**src/hdl/px_pkg.sv**
```systemverilog
package px_pkg;

	// Bus numbering puts bit 0 at the MSB end
	typedef logic [0:15] word_t;	// Data word on DT
	typedef logic [0:15] addr_t;	// Address on AD

	// Strobe sequencer phases
	typedef enum logic [2:0] {
		SG_IDLE,	// No state pending
		SG_S1,	// STROB1 proper
		SG_WAIT,	// STROB1 stretched until reply
		SG_S2,	// STROB2
		SG_GOT	// Load next state
	} sg_state_t;

	// Operation requested at start
	typedef enum logic [1:0] {
		OP_NONE,	// Fetch only
		OP_LOAD,	// Fetch, then read operand
		OP_STORE	// Fetch, then write operand
	} op_t;

	// Memory module geometry
	localparam int MOD_W = 4;	// Module number bits, top of address
	localparam int MOD_SPAN_W = 12;	// 4K words per module

	// Reply timing of the memory
	localparam int REPLY_LAT = 1;	// Clocks from strobe edge to OK

endpackage
```
**src/hdl/bus_arbiter.sv**
```systemverilog
`timescale 1ns/10ps

module bus_arbiter(
	input logic __clk,	// System clock
	input logic clo,	// General clear
	input logic cpu_zg, cpu_dr, cpu_dw,	// CPU request and strobes
	input px_pkg::addr_t cpu_dad,
	input px_pkg::word_t cpu_ddt,
	output logic cpu_zw, cpu_rok, cpu_ren,	// CPU grant and replies
	output px_pkg::word_t cpu_dt,
	input logic ch_zg, ch_dr, ch_dw,	// Channel request and strobes
	input px_pkg::addr_t ch_dad,
	input px_pkg::word_t ch_ddt,
	output logic ch_zw, ch_rok, ch_ren,	// Channel grant and replies
	output px_pkg::word_t ch_dt,
	output logic m_dr, m_dw,	// Strobes to memory
	output px_pkg::addr_t m_dad,
	output px_pkg::word_t m_ddt,
	input px_pkg::word_t m_dt,	// Memory read data
	input logic m_ok, m_en	// Memory replies
);

	logic busy;	// Bus owned
	logic owner;	// 1 channel, 0 CPU, kept as last owner when idle
	logic cur_zg;	// Owner still requesting
	logic pick_ch;	// Next grant goes to channel

	assign cur_zg = owner ? ch_zg : cpu_zg;
	assign pick_ch = ch_zg & (~cpu_zg | ~owner);	// Other side first when both ask

	always_ff @(posedge __clk or posedge clo) begin
		if (clo) begin
			busy <= 1'b0;
			owner <= 1'b1;	// CPU wins the first tie
		end else if (!busy || !cur_zg) begin
			busy <= cpu_zg | ch_zg;
			if (cpu_zg | ch_zg) owner <= pick_ch;
		end
	end

	assign cpu_zw = busy & ~owner & cpu_zg;
	assign ch_zw = busy & owner & ch_zg;

	// Only the granted master reaches memory
	assign m_dr = owner ? (ch_zw & ch_dr) : (cpu_zw & cpu_dr);
	assign m_dw = owner ? (ch_zw & ch_dw) : (cpu_zw & cpu_dw);
	assign m_dad = owner ? ch_dad : cpu_dad;
	assign m_ddt = owner ? ch_ddt : cpu_ddt;

	assign cpu_rok = busy & ~owner & m_ok;
	assign cpu_ren = busy & ~owner & m_en;
	assign cpu_dt = (busy & ~owner) ? m_dt : '0;
	assign ch_rok = busy & owner & m_ok;
	assign ch_ren = busy & owner & m_en;
	assign ch_dt = (busy & owner) ? m_dt : '0;

	a_grant_excl: assert property (@(posedge __clk) disable iff (clo)
		!(cpu_zw && ch_zw));

endmodule

```
**config.mk**
```make
export PLATFORM = sky130hd
export DESIGN_NAME = bus_arbiter
export DESIGN_NICKNAME = d
export VERILOG_FILES = /design/src/hdl/px_pkg.sv /design/src/hdl/bus_arbiter.sv
export SDC_FILE = /design/constraint.sdc
export NUM_CORES = 1
export LEC_CHECK = 0
export ABC_AREA = 1
export BUFFER_PORTS_ARGS = -buffer_cell sky130_fd_sc_hd__clkbuf_2
export CAP_MARGIN = 0
export CORE_AREA = 2 2 63 65
export DETAILED_ROUTE_END_ITERATION = 10
export DIE_AREA = 0 0 65 67
export HOLD_SLACK_MARGIN = 0.08
export PLACE_DENSITY = 0.74
export REMOVE_ABC_BUFFERS = 1
export SYNTH_ARGS = -nofsm -noshare
export SYNTH_HDL_FRONTEND = slang
export SYNTH_SLANG_ARGS = --single-unit
```
**constraint.sdc**
```tcl
create_clock -name __clk -period 1.6 [get_ports __clk]
set_input_delay 0.32 -clock __clk [delete_from_list [all_inputs] [get_ports __clk]]
set_output_delay 0.32 -clock __clk [all_outputs]
set_load 0.02 [all_outputs]
```
==> summary.md <==
| Metric | Value |
|---|---|
| Worst-Margin Slew | 0.185 ns |
| Post-synth top area share | 51.6% |
| Max-cap violations | 0 |
| Fin crit period | 1.69 ns |
| Clk_lat worst skew | 0.22 ns |
| P&R area growth vs syn | 214% |
| Fill count | 304 |
| Status | finished, violations left |
| CP Max Fanout | 9 |
| Die W | 65 um |
| Clk Tree Root Cell | clkbuf_8 |
| Distinct cells, synth | 13 |
| Post-synth top area cell | nand2_1 |
| Crit path kind | flip-flop to primary output |
| Final Hold Vio Count | 0 |
| DRC | 0 |
| First-pass GRT wire length | 7.23 mm |
| Largest net degree at the start of global routing | 19 |
| Vias in the first global route | 1,636 |
| Sw Ratio | 50.2% |
| Drt first pass iters | 4 |
| Largest cells by area after synthesis | nand2_1, nor2_1, inv_1 |
| Vias/cell | 4.35 |
| CORE AREA | 3610 um^2 |
| Ys Warns | 0 |
| Seq/Total Area, Yosys | 6.72% |
| Final ANT Viol Nets | 0 |
| H-tree levels | 1 |
| Clk pwr share | 8.4% |
| Core Rows | 22 |
| Leak Pwr | 1.50 nW |
| Largest stage delay, worst path | 0.62 ns |
| Peak VDD IR | 739 uV |
| Critical Path RT | 1.28 ns |
| Routability Congestion | 0.771 |
| Synthesized flop and latch total | 2 |
| Antenna diode instance count | 0 |
| Share of post-route cells with drive strength above 1 | 59.3% |
| CTS Sinks | 2 |
| Violated checks | negative setup slack |
| CP arrival | 1.37 ns |
| PwrDens | 1100 nW/um^2 |
| Maximum clock frequency | 590 MHz |
| P_sw | 1.33 mW |
| Avg Synthesized Cell Area | 4.17 um^2 |
| Max_slew headroom | 87.7% |
| Input/output buffers | 161 |
| Post-Synthesis Cells | 183 |
| Die Area | 4360 um^2 |
| Worst-case clock skew | 0.00987 ns |
| Initial Util | 21.2% |
| Critical-path top delay cell | dfstp_2 |
| # setup viols final | 71 |
| Routed length per instance | 12.4 um |
| Vias after detailed routing | 1,750 |
| Vert. Die Dim | 67 um |
| Worst-path clk slew | 0.03 ns |
| Cell Chain, Critical Path | buf_6 -> nand2_8 -> nor2_1 -> buf_4 |
| Netlist Area Pre-Place | 763 um^2 |
| Setup TNS Final | -4.05 ns |
| Drt first-iter violations | 45 |
| All-Layer GR Usage | 21.6% |
| Final period util | 106% |
| Nets | 445 |
| Startpoint types | flip-flop |
| Initial antenna violation count | 0 |
| Worst min path class | primary input to flip-flop |
| Gr ovfl total | 0 |
| Combinational power share | 88.2% |
| Num CTS Buffers | 3 |
| Int Pwr | 1.31 mW |
| Capturing element type of the critical path | primary output |
| CP top delay family | flip-flops |
| Max Slew Vio Count | 0 |
| Flop pwr share | 3.4% |
| I/O pin total | 162 |
| Unrepaired setup endpoints after global routing | yes |
| CP Buf/Inv Count | 2 |
| Longest Clk Path Bufs | 2 |
| CTS tree | yes |
| Routed wire length | 4.98 mm |
| Dpl hpwl | 3.10 mm |
| Fin worst setup slack | -0.0949 ns |
| Hold WS | 0.393 ns |
==> cell type report <==
type | instances | area [um^2] | share of cell area [%]
Sequential cell | 2 | 52.6 | 2.19
Timing Repair Buffer | 172 | 1380 | 57.6
Clock buffer | 4 | 45.0 | 1.88
Tap cell | 48 | 60.1 | 2.51
Multi-Input combinational cell | 152 | 761 | 31.7
Inverter | 24 | 97.6 | 4.07
==> worst register-to-register path: cells and delay by family, from the launching register on <==
kind	cells	cell delay (ns)
flops	1	0.62
simple gates	4	0.29
buf+inv	1	0.14
==> final timing paths <==
path | slack (ns) | cells past startpoint | end | start
max | -0.09 | 4 | ch_rok | owner$_DFFE_PP1P_
min | 0.39 | 3 | busy$_DFFE_PP0P_ | cpu_zg
max reg2reg | 0.49 | 5 | owner$_DFFE_PP1P_ | owner$_DFFE_PP1P_
min reg2reg | 0.68 | 3 | owner$_DFFE_PP1P_ | busy$_DFFE_PP0P_
max in group asynchronous | 0.90 | 3 | owner$_DFFE_PP1P_ | clo
min in group asynchronous | 0.49 | 3 | busy$_DFFE_PP0P_ | clo
==> per-stage QoR <==
step	power, mW	std cells	util [%]	setup WS, ns	instance area (um^2)
after floorplan	0.981	174	-	-0.321	709
final	2.64	402	66.5	-0.0949	2400
after global placement	1.57	386	44.7	0.113	1610
after global routing	2.79	402	66.5	-0.139	2400
after detailed placement	1.58	386	44.7	0.104	1610
after CTS	2.51	401	63.4	-0.0651	2280
==> cells in the mapped netlist <==
cell      number
a21oi_1        1
buf_2          4
buf_6          2
clkbuf_1       3
dfrtp_1        1
dfstp_2        1
inv_1         23
inv_2          1
nand2_1      105
nand2_2        2
nand3_1        3
nand4_1        1
nor2_1        36
==> cells by family after synthesis <==
group | Yosys count | synth area share (%)
compound gates | 1 | 0.655
flops | 2 | 6.72
buf+inv | 33 | 18.9
simple gates | 147 | 73.8
==> timing repair <==
action | CTS | global route
pin swaps | 3 | 3
cloned | 3 | 2
gates resized for setup | 128 | 57
setup endpoints to repair | 70 | 71
hold buffers | 1 | 0
buffers inserted | 8 | 1
hold endpoints to repair | 1 | 0
==> flip-flops by register name (all words and copies together) (netlist names) <==
register	flops
busy	1
owner	1
==> cell usage in the layout, fill, tap and decap left out, types with 2 or more instances in the layout <==
master,instances
nor2_4,5
buf_2,5
nor2_1,19
clkbuf_2,96
clkbuf_8,40
nand2_4,2
buf_12,2
nor2_2,12
clkbuf_4,3
inv_1,22
nand2_8,4
nand2_2,7
buf_8,3
buf_6,11
nand2_1,98
buf_4,13
==> power by group through the flow <==
stage	clock, mW	combinational, mW	sequential [mW]
finish	0.221	2.33	0.0901
global route	0.230	2.47	0.0916
CTS	0.222	2.21	0.0822
detailed placement	0	1.49	0.0852
global placement	0	1.48	0.0832
floorplan	0	0.859	0.122
==> layer usage <==
| layer | wire [um] | track usage [%] | vias up | part of all wire [%] |
|---|---|---|---|---|
| li1 | - | - | 870 | - |
| met1 | 1710 | 20.1 | 739 | 34 |
| met2 | 2580 | 42.0 | 120 | 52 |
| met3 | 467 | 6.08 | 21 | 9.4 |
| met4 | 223 | 12.5 | 0 | 4.5 |
| met5 | 0 | 0 | - | 0 |
Note: power is estimated with default switching activity, not from simulation.
