==> src/hdl/px_pkg.sv <==
package px_pkg;

	// Bus numbering puts bit 0 at the MSB end
	typedef logic [0:15] word_t;	// Data word on DT
	typedef logic [0:15] addr_t;	// Address on AD

	// Strobe sequencer phases
	typedef enum logic [2:0] {
		SG_IDLE,	// No state pending
		SG_S1,	// STROB1 proper
		SG_WAIT,	// STROB1 stretched until reply
		SG_S2,	// STROB2
		SG_GOT	// Load next state
	} sg_state_t;

	// Operation requested at start
	typedef enum logic [1:0] {
		OP_NONE,	// Fetch only
		OP_LOAD,	// Fetch, then read operand
		OP_STORE	// Fetch, then write operand
	} op_t;

	// Memory module geometry
	localparam int MOD_W = 4;	// Module number bits, top of address
	localparam int MOD_SPAN_W = 12;	// 4K words per module

	// Reply timing of the memory
	localparam int REPLY_LAT = 1;	// Clocks from strobe edge to OK

endpackage
==> src/hdl/px.sv <==
`timescale 1ns/10ps

module px #(
	parameter int ALARM_TICKS = 16,	// No-reply timeout
	parameter bit STOP_ON_NOMEM = 1'b1	// Halt on missing memory
) (
	input logic __clk,	// System clock
	input logic clo,	// General clear
	input logic start,	// Begin an operation, sampled in P0
	input px_pkg::op_t op,	// Operation kind
	input px_pkg::addr_t arg,	// Operand address
	input px_pkg::word_t wdata,	// Word to store
	input logic zw,	// Bus grant
	input logic rok,	// OK reply
	input logic ren,	// EN reply
	input px_pkg::word_t dt,	// Returned data
	output logic zg,	// Bus request
	output logic dr,	// Read strobe
	output logic dw,	// Write strobe
	output px_pkg::addr_t dad,	// AD bus
	output px_pkg::word_t ddt,	// DT bus out
	output px_pkg::word_t rdata,	// Last word read in WR
	output logic done,	// Operation finished
	output logic hlt_n,	// Running, low when halted
	output logic awaria	// Memory fault indicator
);

	import px_pkg::*;

	logic p0, k1, wr, ww;	// One-hot state flip-flops
	op_t op_q;	// Operation captured at start
	addr_t arg_q;	// Operand address captured at start
	word_t wdata_q;	// Store data captured at start
	addr_t ic;	// Instruction counter
	logic ldstate, strob1, strob2, got;
	logic ok$, talarm, zwzg;
	logic bus_st;	// State uses the bus
	logic awaria_set;
	logic fin;	// Operation ends at this state load

	assign bus_st = k1 | wr | ww;
	assign fin = ldstate & ~talarm & (wr | ww | (k1 & (op_q == OP_NONE)));
	assign awaria_set = strob1 & talarm & bus_st;	// Alarm only inside a bus cycle

	strobgen u_strobgen(
		.__clk(__clk),
		.clo(clo),
		.ldstate(ldstate),
		.strob1(strob1),
		.strob2(strob2),
		.got(got),
		.ok$(ok$),
		.talarm(talarm),
		.busy(bus_st)
	);

	ifctl #(
		.ALARM_TICKS(ALARM_TICKS)
	) u_ifctl(
		.__clk(__clk),
		.clo(clo),
		.zgi_j(bus_st),
		.got(got),
		.zw(zw),
		.rok(rok),
		.ren(ren),
		.zg(zg),
		.zwzg(zwzg),
		.ok$(ok$),
		.talarm(talarm)
	);

	// State registers
	always_ff @(posedge __clk or posedge clo) begin
		if (clo) begin
			{p0, k1, wr, ww} <= 4'b1000;
		end else if (p0 & start & hlt_n) begin
			{p0, k1, wr, ww} <= 4'b0100;	// Start enters fetch
		end else if (ldstate) begin
			if (talarm || !k1 || op_q == OP_NONE) {p0, k1, wr, ww} <= 4'b1000;
			else if (op_q == OP_LOAD) {p0, k1, wr, ww} <= 4'b0010;
			else {p0, k1, wr, ww} <= 4'b0001;
		end
	end

	// Operand capture at start
	always_ff @(posedge __clk) begin
		if (p0 & start) begin
			op_q <= op;
			arg_q <= arg;
			wdata_q <= wdata;
		end
		if (zwzg & wr & rok) rdata <= dt;	// Operand word from memory
	end

	// Counter steps on STROB2 of a good fetch
	always_ff @(posedge __clk or posedge clo) begin
		if (clo) ic <= '0;
		else if (strob2 & k1 & ~talarm) ic <= ic + 1'b1;
	end

	always_ff @(posedge __clk or posedge clo) begin
		if (clo) begin
			done <= 1'b0;
			awaria <= 1'b0;
			hlt_n <= 1'b1;
		end else begin
			done <= fin;	// One clock after the final state load
			if (awaria_set) awaria <= 1'b1;
			if (awaria_set & STOP_ON_NOMEM) hlt_n <= 1'b0;
			else if (p0 & start) hlt_n <= 1'b1;	// First start after a halt only releases
		end
	end

	// Bus drivers, live only while holding the bus
	assign dr = zwzg & (k1 | wr);
	assign dw = zwzg & ww;
	assign dad = zwzg ? (k1 ? ic : arg_q) : '0;
	assign ddt = dw ? wdata_q : '0;

	a_state_onehot: assert property (@(posedge __clk) disable iff (clo)
		$onehot({p0, k1, wr, ww}));
	a_rw_excl: assert property (@(posedge __clk) disable iff (clo)
		!(dr && dw));

endmodule

==> src/hdl/ifctl.sv <==
`timescale 1ns/10ps

module ifctl #(
	parameter int ALARM_TICKS = 16	// No-reply timeout in clocks
) (
	input logic __clk,	// System clock
	input logic clo,	// General clear
	input logic zgi_j,	// State needs the bus
	input logic got,	// End of state
	input logic zw,	// Grant from the arbiter
	input logic rok,	// OK received
	input logic ren,	// EN received
	output logic zg,	// Bus request level
	output logic zwzg,	// Requested and granted
	output logic ok$,	// Reply latched
	output logic talarm	// No-memory alarm
);

	localparam int CW = $clog2(ALARM_TICKS + 1);	// Alarm counter width

	logic zg_r;	// Request flip-flop
	logic ok_r;	// Reply latch
	logic [CW-1:0] cnt;	// Clocks without a reply
	logic reply;	// Either reply pulse

	assign reply = rok | ren;
	assign zg = zg_r;
	assign zwzg = zg_r & zw;
	assign ok$ = ok_r;
	assign talarm = (cnt == CW'(ALARM_TICKS));

	// Request flip-flop, got wins over a pending set
	always_ff @(posedge __clk or posedge clo) begin
		if (clo) begin
			zg_r <= 1'b0;
		end else if (got) begin
			zg_r <= 1'b0;
		end else if (zgi_j) begin
			zg_r <= 1'b1;
		end
	end

	// Only a reply seen while holding the bus counts
	always_ff @(posedge __clk or posedge clo) begin
		if (clo) begin
			ok_r <= 1'b0;
		end else if (got) begin
			ok_r <= 1'b0;
		end else if (zwzg & reply) begin
			ok_r <= 1'b1;
		end
	end

	// Timeout counter, stops at the alarm value
	always_ff @(posedge __clk or posedge clo) begin
		if (clo) begin
			cnt <= '0;
		end else if (!zg_r) begin
			cnt <= '0;	// Cleared between requests
		end else if (zwzg & ~ok_r & ~reply & ~talarm) begin
			cnt <= cnt + 1'b1;
		end
	end

endmodule

==> src/hdl/strobgen.sv <==
`timescale 1ns/10ps

module strobgen(
	input logic __clk,	// System clock
	input logic clo,	// General clear
	output logic ldstate,	// Next state load
	output logic strob1,	// STROB1, stretched through wait
	output logic strob2,	// STROB2
	output logic got,	// End of state, drops the bus request
	input logic ok$,	// Reply latched by interface control
	input logic talarm,	// No-reply timeout
	input logic busy	// Some state other than P0
);

	import px_pkg::*;

	sg_state_t state;	// Current phase
	sg_state_t state_nx;	// Next phase

	always_comb begin
		state_nx = state;
		case (state)
			SG_IDLE: if (busy) state_nx = SG_S1;	// New state just loaded
			SG_S1: state_nx = SG_WAIT;	// One clock of STROB1
			SG_WAIT: if (ok$ | talarm) state_nx = SG_S2;	// Bus reply or alarm ends wait
			SG_S2: state_nx = SG_GOT;
			SG_GOT: state_nx = SG_IDLE;	// Settle one clock before next S1
			default: state_nx = SG_IDLE;
		endcase
	end

	always_ff @(posedge __clk or posedge clo) begin
		if (clo) begin
			state <= SG_IDLE;
		end else begin
			state <= state_nx;
		end
	end

	assign strob1 = (state == SG_S1) | (state == SG_WAIT);	// Stretched STROB1
	assign strob2 = (state == SG_S2);
	assign got = (state == SG_GOT);	// Request flip-flop clears here
	assign ldstate = (state == SG_GOT);	// State registers load on the same edge

	// GOT never repeats back to back, so the state load is a single pulse
	a_ldstate_pulse: assert property (@(posedge __clk) disable iff (clo)
		ldstate |=> !ldstate);

endmodule

==> config.mk <==
export PLATFORM = sky130hd
export DESIGN_NAME = px
export DESIGN_NICKNAME = d
export VERILOG_FILES = /design/src/hdl/px_pkg.sv /design/src/hdl/px.sv /design/src/hdl/ifctl.sv /design/src/hdl/strobgen.sv
export SDC_FILE = /design/constraint.sdc
export NUM_CORES = 1
export LEC_CHECK = 0
export BUFFER_PORTS_ARGS = -buffer_cell sky130_fd_sc_hd__buf_2
export CORE_ASPECT_RATIO = 0.6
export CORE_MARGIN = 4
export CORE_UTILIZATION = 35
export CTS_BUF_LIST = sky130_fd_sc_hd__clkbuf_4 sky130_fd_sc_hd__clkbuf_8
export DETAILED_ROUTE_END_ITERATION = 8
export MAX_ROUTING_LAYER = met4
export PLACE_DENSITY_LB_ADDON = 0.05
export SLEW_MARGIN = 20
export SYNTH_ARGS = -nofsm -noshare
export SYNTH_HDL_FRONTEND = slang
export SYNTH_SLANG_ARGS = --single-unit
==> constraint.sdc <==
create_clock -name __clk -period 1.7 [get_ports __clk]
set_input_delay 0.17 -clock __clk [delete_from_list [all_inputs] [get_ports __clk]]
set_output_delay 0.17 -clock __clk [all_outputs]
set_load 0.02 [all_outputs]
==> impl_table.tex, run 1 <==
\begin{tabular}{lr}
\hline
Metric & Value \\
\hline
\multicolumn{2}{l}{\textbf{Floorplanning}} \\
Placeable core area & 9324 sq um \\
Die Footprint & 11420 sq um \\
Number of top-level pins & 110 \\
Height of the chip & 84.38 um \\
Initial Utilization & 36.50\% \\
Width of the chip & 135.3 um \\
FP Rows & 27 \\
\multicolumn{2}{l}{\textbf{Logic synthesis}} \\
Area contributors post-synth & edfxtp\_1 (44\%), dfrtp\_1 (23\%), mux2i\_1 (5.6\%) \\
Count of distinct cell types in the synthesized netlist & 33 \\
Most frequent cell after synthesis & edfxtp\_1 \\
Net count of the mapped netlist & 305 \\
Number of warning messages in the yosys log & 0 \\
Main synth FF type & edfxtp\_1 \\
Most numerous cell types in the synthesized netlist & edfxtp\_1 (50), nor2\_1 (32), dfrtp\_1 (31) \\
Number of standard cells after synthesis & 246 \\
Combined area of all synthesized cells & 3403 sq um \\
Number of register bits inferred by synthesis & 83 \\
Post-synth top area share & 44.12\% \\
Number of enable-type register cells in the synthesized netlist & 50 \\
Mean instance size in the synthesized netlist & 13.83 sq um \\
Fraction of the yosys area taken by sequential cells & 68.46\% \\
Fraction of registers with async set or reset after synthesis & 39.76\% \\
Library cell occupying the most area in the post-synthesis netlist & edfxtp\_1 \\
\multicolumn{2}{l}{\textbf{Timing}} \\
Total of endpoints with negative setup slack in the final report & 0 \\
Timing-limited maximum frequency & 0.6205 GHz \\
Count of endpoints failing hold in the final timing report & 0 \\
RSZ-0062 raised after global routing & true \\
Part of the cycle the worst path needs & 94.81\% \\
Tightest slew margin relative to the limit & 62.11\% \\
Setup\_tns & 0 ns \\
Pins Over Slew Limit & 0 \\
Slew at the pin with the worst max-slew slack & 0.5678 ns \\
Final hold slack & 0.1999 ns \\
Shortest period the worst path allows & 1.612 ns \\
Final setup skew & 0.01161 ns \\
\multicolumn{2}{l}{\textbf{Cells and area}} \\
Non-filler instance count after layout & 562 \\
ANT cells & 0 \\
Nets & 486 \\
Final-layout fill cell count & 824 \\
Share of post-route cells with drive strength above 1 & 35.88\% \\
Post-synthesis to final-layout area growth & 46.43\% \\
Cell area after layout & 4984 sq um \\
\multicolumn{2}{l}{\textbf{Setup path}} \\
Worst-path cell with the longest stage delay & dfrtp\_1 \\
Category of the most critical setup path & reg2reg \\
CP Depth & 7 \\
Crit path DAT & 1.86 ns \\
Critical path fanouts, max & 6 \\
CP top delay family & simple AND/OR/NAND/NOR gates \\
Critical path destination & ic[15] \\
Element type at the critical path end & flip-flop \\
End of the worst register-to-register path & ic[15] \\
Critical path required time & 1.95 ns \\
Length in cells of the worst reg-to-reg path & 7 \\
Reg-to-reg setup timing slack & 0.09 ns \\
Startpoint type of the worst setup path & flip-flop \\
Number of buffers and inverters on the critical path & 2 \\
Worst r2r src & u\_ifctl.cnt[0] \\
Critical path origin & u\_ifctl.cnt[0] \\
Highest cell delay on the worst timing path & 0.35 ns \\
Worst-path cell chain & inv\_1 -> ha\_2 -> and4bb\_4 -> nor4b\_4 -> buf\_4 -> nand4\_1 -> xnor2\_1 \\
\multicolumn{2}{l}{\textbf{Pwr}} \\
Internal Dissipation & 3.940 mW \\
Net Sw Frac & 31.85\% \\
Sequential cell fraction of total power & 46.6\% \\
Power share of the combinational group & 28.6\% \\
Power per Cell Area & 1160 nW/um\^{}2 \\
Clock power share & 24.8\% \\
NetSw & 1.842 mW \\
Leakage power & 2.286 nW \\
Peak VDD IR & 503.9 uV \\
Design Power & 5.782 mW \\
\multicolumn{2}{l}{\textbf{Route}} \\
Routed via count divided by cell count & 4.386 \\
Length of the first detailed-routing pass in iterations & 4 \\
WL per Instance & 14.02 um \\
Sum of routed wire length over all layers & 7882 um \\
Drc violations & 0 \\
Residual antenna-violating net count after detailed routing & 0 \\
Via count & 2465 \\
Number of DRC markers after the initial detailed-route iteration & 114 \\
\multicolumn{2}{l}{\textbf{Placement}} \\
Number of cells after detailed placement & 492 \\
Placed wire-length estimate after detailed placement & 5451 um \\
Weighted congestion at the end of routability-driven global placement & 0.7599 \\
\# port buffers & 109 \\
Area post-placement & 4224 sq um \\
\multicolumn{2}{l}{\textbf{GRT}} \\
Number of global-route vias before repair & 2638 \\
Pin count of the biggest net entering global routing & 36 \\
Global-route wire length before repair & 13210 um \\
Number of antenna violations at the first check in global routing & 0 \\
Gr ovfl total & 0 \\
Global-route total usage across every layer & 15.31\% \\
\multicolumn{2}{l}{\textbf{Clock tree}} \\
Clock transition at path regs & 0.09 ns \\
Number of buffers created by CTS & 9 \\
Clock sinks & 83 \\
Max clock buf depth & 2 \\
Clock latency of the later-clocked register in the worst-skew pair & 0.36 ns \\
Maximum level of the CTS H-tree & 3 \\
Root Driver & clkbuf\_8 \\
CTS tree & built \\
\multicolumn{2}{l}{\textbf{Run status}} \\
Status & completed \\
\multicolumn{2}{l}{\textbf{Min path}} \\
HP Class & in2reg \\
\multicolumn{2}{l}{\textbf{Job}} \\
Max Cap Viol & 0 \\
\hline
\end{tabular}
[area by class of cell]
class                           count  area [sq um]  area share (%)
Sequential cell                    83          2333           46.82
Timing Repair Buffer              177          1232           24.73
Multi-Input combinational cell    153          1041           20.89
Tap cell                          130         162.7           3.264
Clock buffer                       10         131.4           2.636
Clock inverter                      6         71.32           1.431
Inverter                            3         11.26          0.2260
[stage by stage]
| stage | utilization [%] | setup slack [ns] |
|---|---|---|
| detailed placement | 45.30 | -0.003259 |
| CTS | 53.14 | 0.01016 |
| global route | 53.45 | -0.02787 |
| floorplan | - | 0.06367 |
| finish | 53.45 | 0.08829 |
| global placement | 45.30 | 0.04338 |
[cells by family (layout without fill, tap and decap cells)]
kind of cell / after synthesis / count (layout) / synth area share (%)
adder cells (fa/ha/maj): 3 / 3 / 1.103
multiplexers: 20 / 20 / 5.919
flip-flops: 83 / 83 / 68.46
AO/OA/AOI/OAI: 8 / 8 / 1.618
buffers and inverters: 10 / 196 / 1.250
XOR/XNOR: 17 / 17 / 4.375
AND/OR/NAND/NOR: 105 / 105 / 17.28
[layout by cell type, fill, tap and decap left out, drive strengths merged, types with 2 or more instances in the layout]
cell type,instances
a211oi,2
a21oi,3
and2,24
and3,11
buf,126
clkbuf,10
clkinvlp,2
dfrtp,31
dfstp,2
dlygate4sd3,51
edfxtp,50
ha,3
inv,5
mux2i,19
nand2,11
nand3,7
nand4,8
nor2,32
nor3,3
or2,2
xnor2,12
xor2,5
[worst reg2reg max path: stages (launching register included)]
cell and delay, ns:
dfrtp_1 0.35, inv_1 0.05, ha_2 0.18, and4bb_4 0.22, nor4b_4 0.26, buf_4 0.18
nand4_1 0.11, xnor2_1 0.15
[registers in the layout (all words and copies together) (netlist names), 2 cells and up]
| name | flops |
|---|---|
| arg_q | 16 |
| wdata_q | 16 |
| op_q | 2 |
| rdata | 16 |
| u_strobgen.state | 3 |
| u_ifctl.cnt | 5 |
| ic | 16 |
[routing by layer]
metal	global-route usage, %	routed length [um]	vias to the layer above
met1	21.22	4105	1149
met2	20.94	3242	73
met3	5.749	483	7
li1	-	-	1236
met5	-	0	-
met4	4.392	50	0
[power groups by stage]
stage                     clock, mW  combinational [mW]  sequential (mW)
after floorplan                   0               0.922             2.72
after CTS                      1.50                1.63             2.69
after global routing           1.59                1.83             2.74
after global placement            0                1.50             2.72
final                          1.44                1.65             2.69
after detailed placement          0                1.51             2.73
[how the worst min path moves through the flow]
stage / slack (ns) / endpoint / depth (start not counted) / from
floorplan: 0.27 / arg_q[0] / 0 / arg[0]
global route: 0.17 / p0 / 3 / start
detailed placement: 0.26 / wr / 2 / clo
global placement: 0.25 / done / 2 / clo
finish: 0.20 / p0 / 3 / start
CTS: 0.17 / p0 / 3 / start
[repair_timing]
item                                    CTS  global route
hold buffers                             51             0
gates resized for setup                   4             7
setup buffers                             1             3
pin swaps                                 1             2
hold endpoints to repair                 59             0
endpoints found under the setup margin   34            39
Note: power is estimated with default switching activity, not from simulation.
==> inputs of run 2 (changes only) <==
--- a/config.mk
+++ b/config.mk
@@ -8,7 +8,7 @@
 export BUFFER_PORTS_ARGS = -buffer_cell sky130_fd_sc_hd__buf_2
 export CORE_ASPECT_RATIO = 0.6
 export CORE_MARGIN = 4
-export CORE_UTILIZATION = 35
+export CORE_UTILIZATION = 52
 export CTS_BUF_LIST = sky130_fd_sc_hd__clkbuf_4 sky130_fd_sc_hd__clkbuf_8
 export DETAILED_ROUTE_END_ITERATION = 8
 export MAX_ROUTING_LAYER = met4
==> constraint.sdc (replaced) <==
create_clock -name __clk -period 1.78 [get_ports __clk]
set_input_delay 0.178 -clock __clk [delete_from_list [all_inputs] [get_ports __clk]]
set_output_delay 0.178 -clock __clk [all_outputs]
set_load 0.02 [all_outputs]
==> run 2 against run 1 <==
Effect of this change:
- cell area fell by 2.8%
- non-clock buffer count is 6 lower
- highest routed layer unchanged
- register-to-register slack gained 0.04 ns
==> impl_table.tex, run 2 (synthesis gave the netlist of run 1 again) <==
\begin{tabular}{lr}
\hline
Metric & Value \\
\hline
\multicolumn{2}{l}{\textbf{Run status}} \\
Status & completed \\
\multicolumn{2}{l}{\textbf{Cells and area}} \\
Share of post-route cells with drive strength above 1 & 34.04\% \\
ANT cells & 0 \\
Commonest non-fill, non-tap cells in the layout & buf\_2 (109), dlygate4sd3\_1 (51), edfxtp\_1 (50), nor2\_1 (32), dfrtp\_1 (29) \\
Nets & 480 \\
Post-synthesis to final-layout area growth & 42.32\% \\
Commonest non-fill, non-tap cell in the layout & buf\_2 \\
\multicolumn{2}{l}{\textbf{Timing}} \\
Total of endpoints with negative setup slack in the final report & 0 \\
Setup ws final & 0.09696 ns \\
RSZ-0062 raised after global routing & false \\
Pins Over Slew Limit & 0 \\
Shortest period the worst path allows & 1.683 ns \\
Slew at the pin with the worst max-slew slack & 0.3935 ns \\
Part of the cycle the worst path needs & 94.55\% \\
Count of endpoints failing hold in the final timing report & 0 \\
Setup\_tns & 0 ns \\
Timing-limited maximum frequency & 0.5942 GHz \\
Tightest slew margin relative to the limit & 73.09\% \\
Final setup skew & 0.01725 ns \\
\multicolumn{2}{l}{\textbf{Floorplanning}} \\
Number of top-level pins & 110 \\
Initial Utilization & 54.71\% \\
Height of the chip & 70.67 um \\
Placeable core area & 6221 sq um \\
Die Footprint & 7946 sq um \\
FP Rows & 22 \\
Width of the chip & 112.4 um \\
\multicolumn{2}{l}{\textbf{Pwr}} \\
Power per Cell Area & 1123 nW/um\^{}2 \\
Leakage power & 2.258 nW \\
Peak VDD IR & 616.4 uV \\
\multicolumn{2}{l}{\textbf{Setup path}} \\
Reg-to-reg setup timing slack & 0.13 ns \\
Critical path required time & 1.60 ns \\
Element type at the critical path end & output port \\
Length in cells of the worst reg-to-reg path & 7 \\
Category of the most critical setup path & reg2out \\
Worst r2r src & u\_ifctl.cnt[1] \\
Critical path fanouts, max & 17 \\
Crit path DAT & 1.51 ns \\
End of the worst register-to-register path & ic[14] \\
Startpoint type of the worst setup path & flip-flop \\
\multicolumn{2}{l}{\textbf{Clock tree}} \\
Max clock buf depth & 2 \\
Clock latency of the later-clocked register in the worst-skew pair & 0.35 ns \\
Clock transition at path regs & 0.08 ns \\
Maximum level of the CTS H-tree & 3 \\
Clock sinks & 83 \\
Number of buffers created by CTS & 9 \\
Root Driver & clkbuf\_8 \\
CTS tree & built \\
\multicolumn{2}{l}{\textbf{Route}} \\
Residual antenna-violating net count after detailed routing & 0 \\
Sum of routed wire length over all layers & 7998 um \\
Via count & 2519 \\
Number of DRC markers after the initial detailed-route iteration & 108 \\
WL per Instance & 15.68 um \\
Drc violations & 0 \\
Length of the first detailed-routing pass in iterations & 4 \\
Routed via count divided by cell count & 4.939 \\
\multicolumn{2}{l}{\textbf{GRT}} \\
Pin count of the biggest net entering global routing & 36 \\
Gr ovfl total & 0 \\
Global-route total usage across every layer & 21.88\% \\
Number of global-route vias before repair & 2609 \\
Number of antenna violations at the first check in global routing & 0 \\
Global-route wire length before repair & 13060 um \\
\multicolumn{2}{l}{\textbf{Min path}} \\
Hold path start & ren \\
HP Class & in2reg \\
Sink of the worst hold path & u\_ifctl.ok\$ \\
Hold path cells & 4 \\
\multicolumn{2}{l}{\textbf{Placement}} \\
Placed wire-length estimate after detailed placement & 5113 um \\
\# port buffers & 109 \\
Setup slack after placement & 0.04449 ns \\
Weighted congestion at the end of routability-driven global placement & 0.8546 \\
\multicolumn{2}{l}{\textbf{Job}} \\
Max Cap Viol & 0 \\
\hline
\end{tabular}
-- run 2: per-stage QoR --
step	util [%]	cell area [sq um]	cells	total power, mW	hold slack, ns
5_1_grt	77.86	4843	510	5.741	0.2235
2_1_floorplan	-	3403	246	3.477	0.2769
3_5_place_dp	66.07	4110	442	3.983	0.2879
6_report	77.86	4843	510	5.437	0.2260
4_1_cts	77.43	4817	508	5.432	0.005782
3_3_place_gp	66.07	4110	442	3.946	0.2872
-- run 2: worst max-delay path by stage --
stage | from | endpoint | slack, ns | cells past startpoint
final | u_ifctl.zg | ddt[15] | 0.1 | 4
after global routing | u_ifctl.cnt[1] | ic[11] | 0.01 | 7
after CTS | u_ifctl.cnt[1] | ic[14] | 0.02 | 6
after detailed placement | u_ifctl.cnt[1] | ic[15] | 0.04 | 6
after global placement | u_ifctl.cnt[1] | ic[15] | 0.10 | 6
after floorplan | u_ifctl.zg | ddt[10] | 0.003 | 5
-- run 2: area by class of cell --
cell class | count | area, sq um
multi-input cells | 153 | 1031
repair buffers | 171 | 1159
fillers | 409 | 1378
well taps | 84 | 105.1
clock buffers | 9 | 123.9
clock inverters | 7 | 81.33
inverters | 3 | 11.26
flip-flops and latches | 83 | 2332
-- run 2: layer usage --
metal | wire [um] | GRT usage, % | up-vias
li1 | - | - | 1227
met4 | 104 | 6.533 | 0
met2 | 3508 | 31.09 | 88
met1 | 3850 | 30.59 | 1193
met5 | 0 | - | -
met3 | 534 | 6.667 | 11
-- run 2: power by group --
group          internal, mW  switching, mW
clock network         0.668          0.709
registers              2.37          0.235
logic                 0.643          0.814
total                  3.68           1.76
-- run 2: critical path, cell delays in order, from the launching register on --
cell	delay, ns
dfrtp_2	0.46
and3_1	0.19
buf_4	0.18
and2_1	0.17
buf_2	0.16
-- run 2: timing repair --
action / 4_1_cts / 5_1_grt
pin swaps: 0 / 1
buffers inserted: 0 / 1
hold buffers: 50 / 1
endpoints found under the hold margin: 80 / 1
resized for setup: 1 / 3
endpoints found under the setup margin: 9 / 13
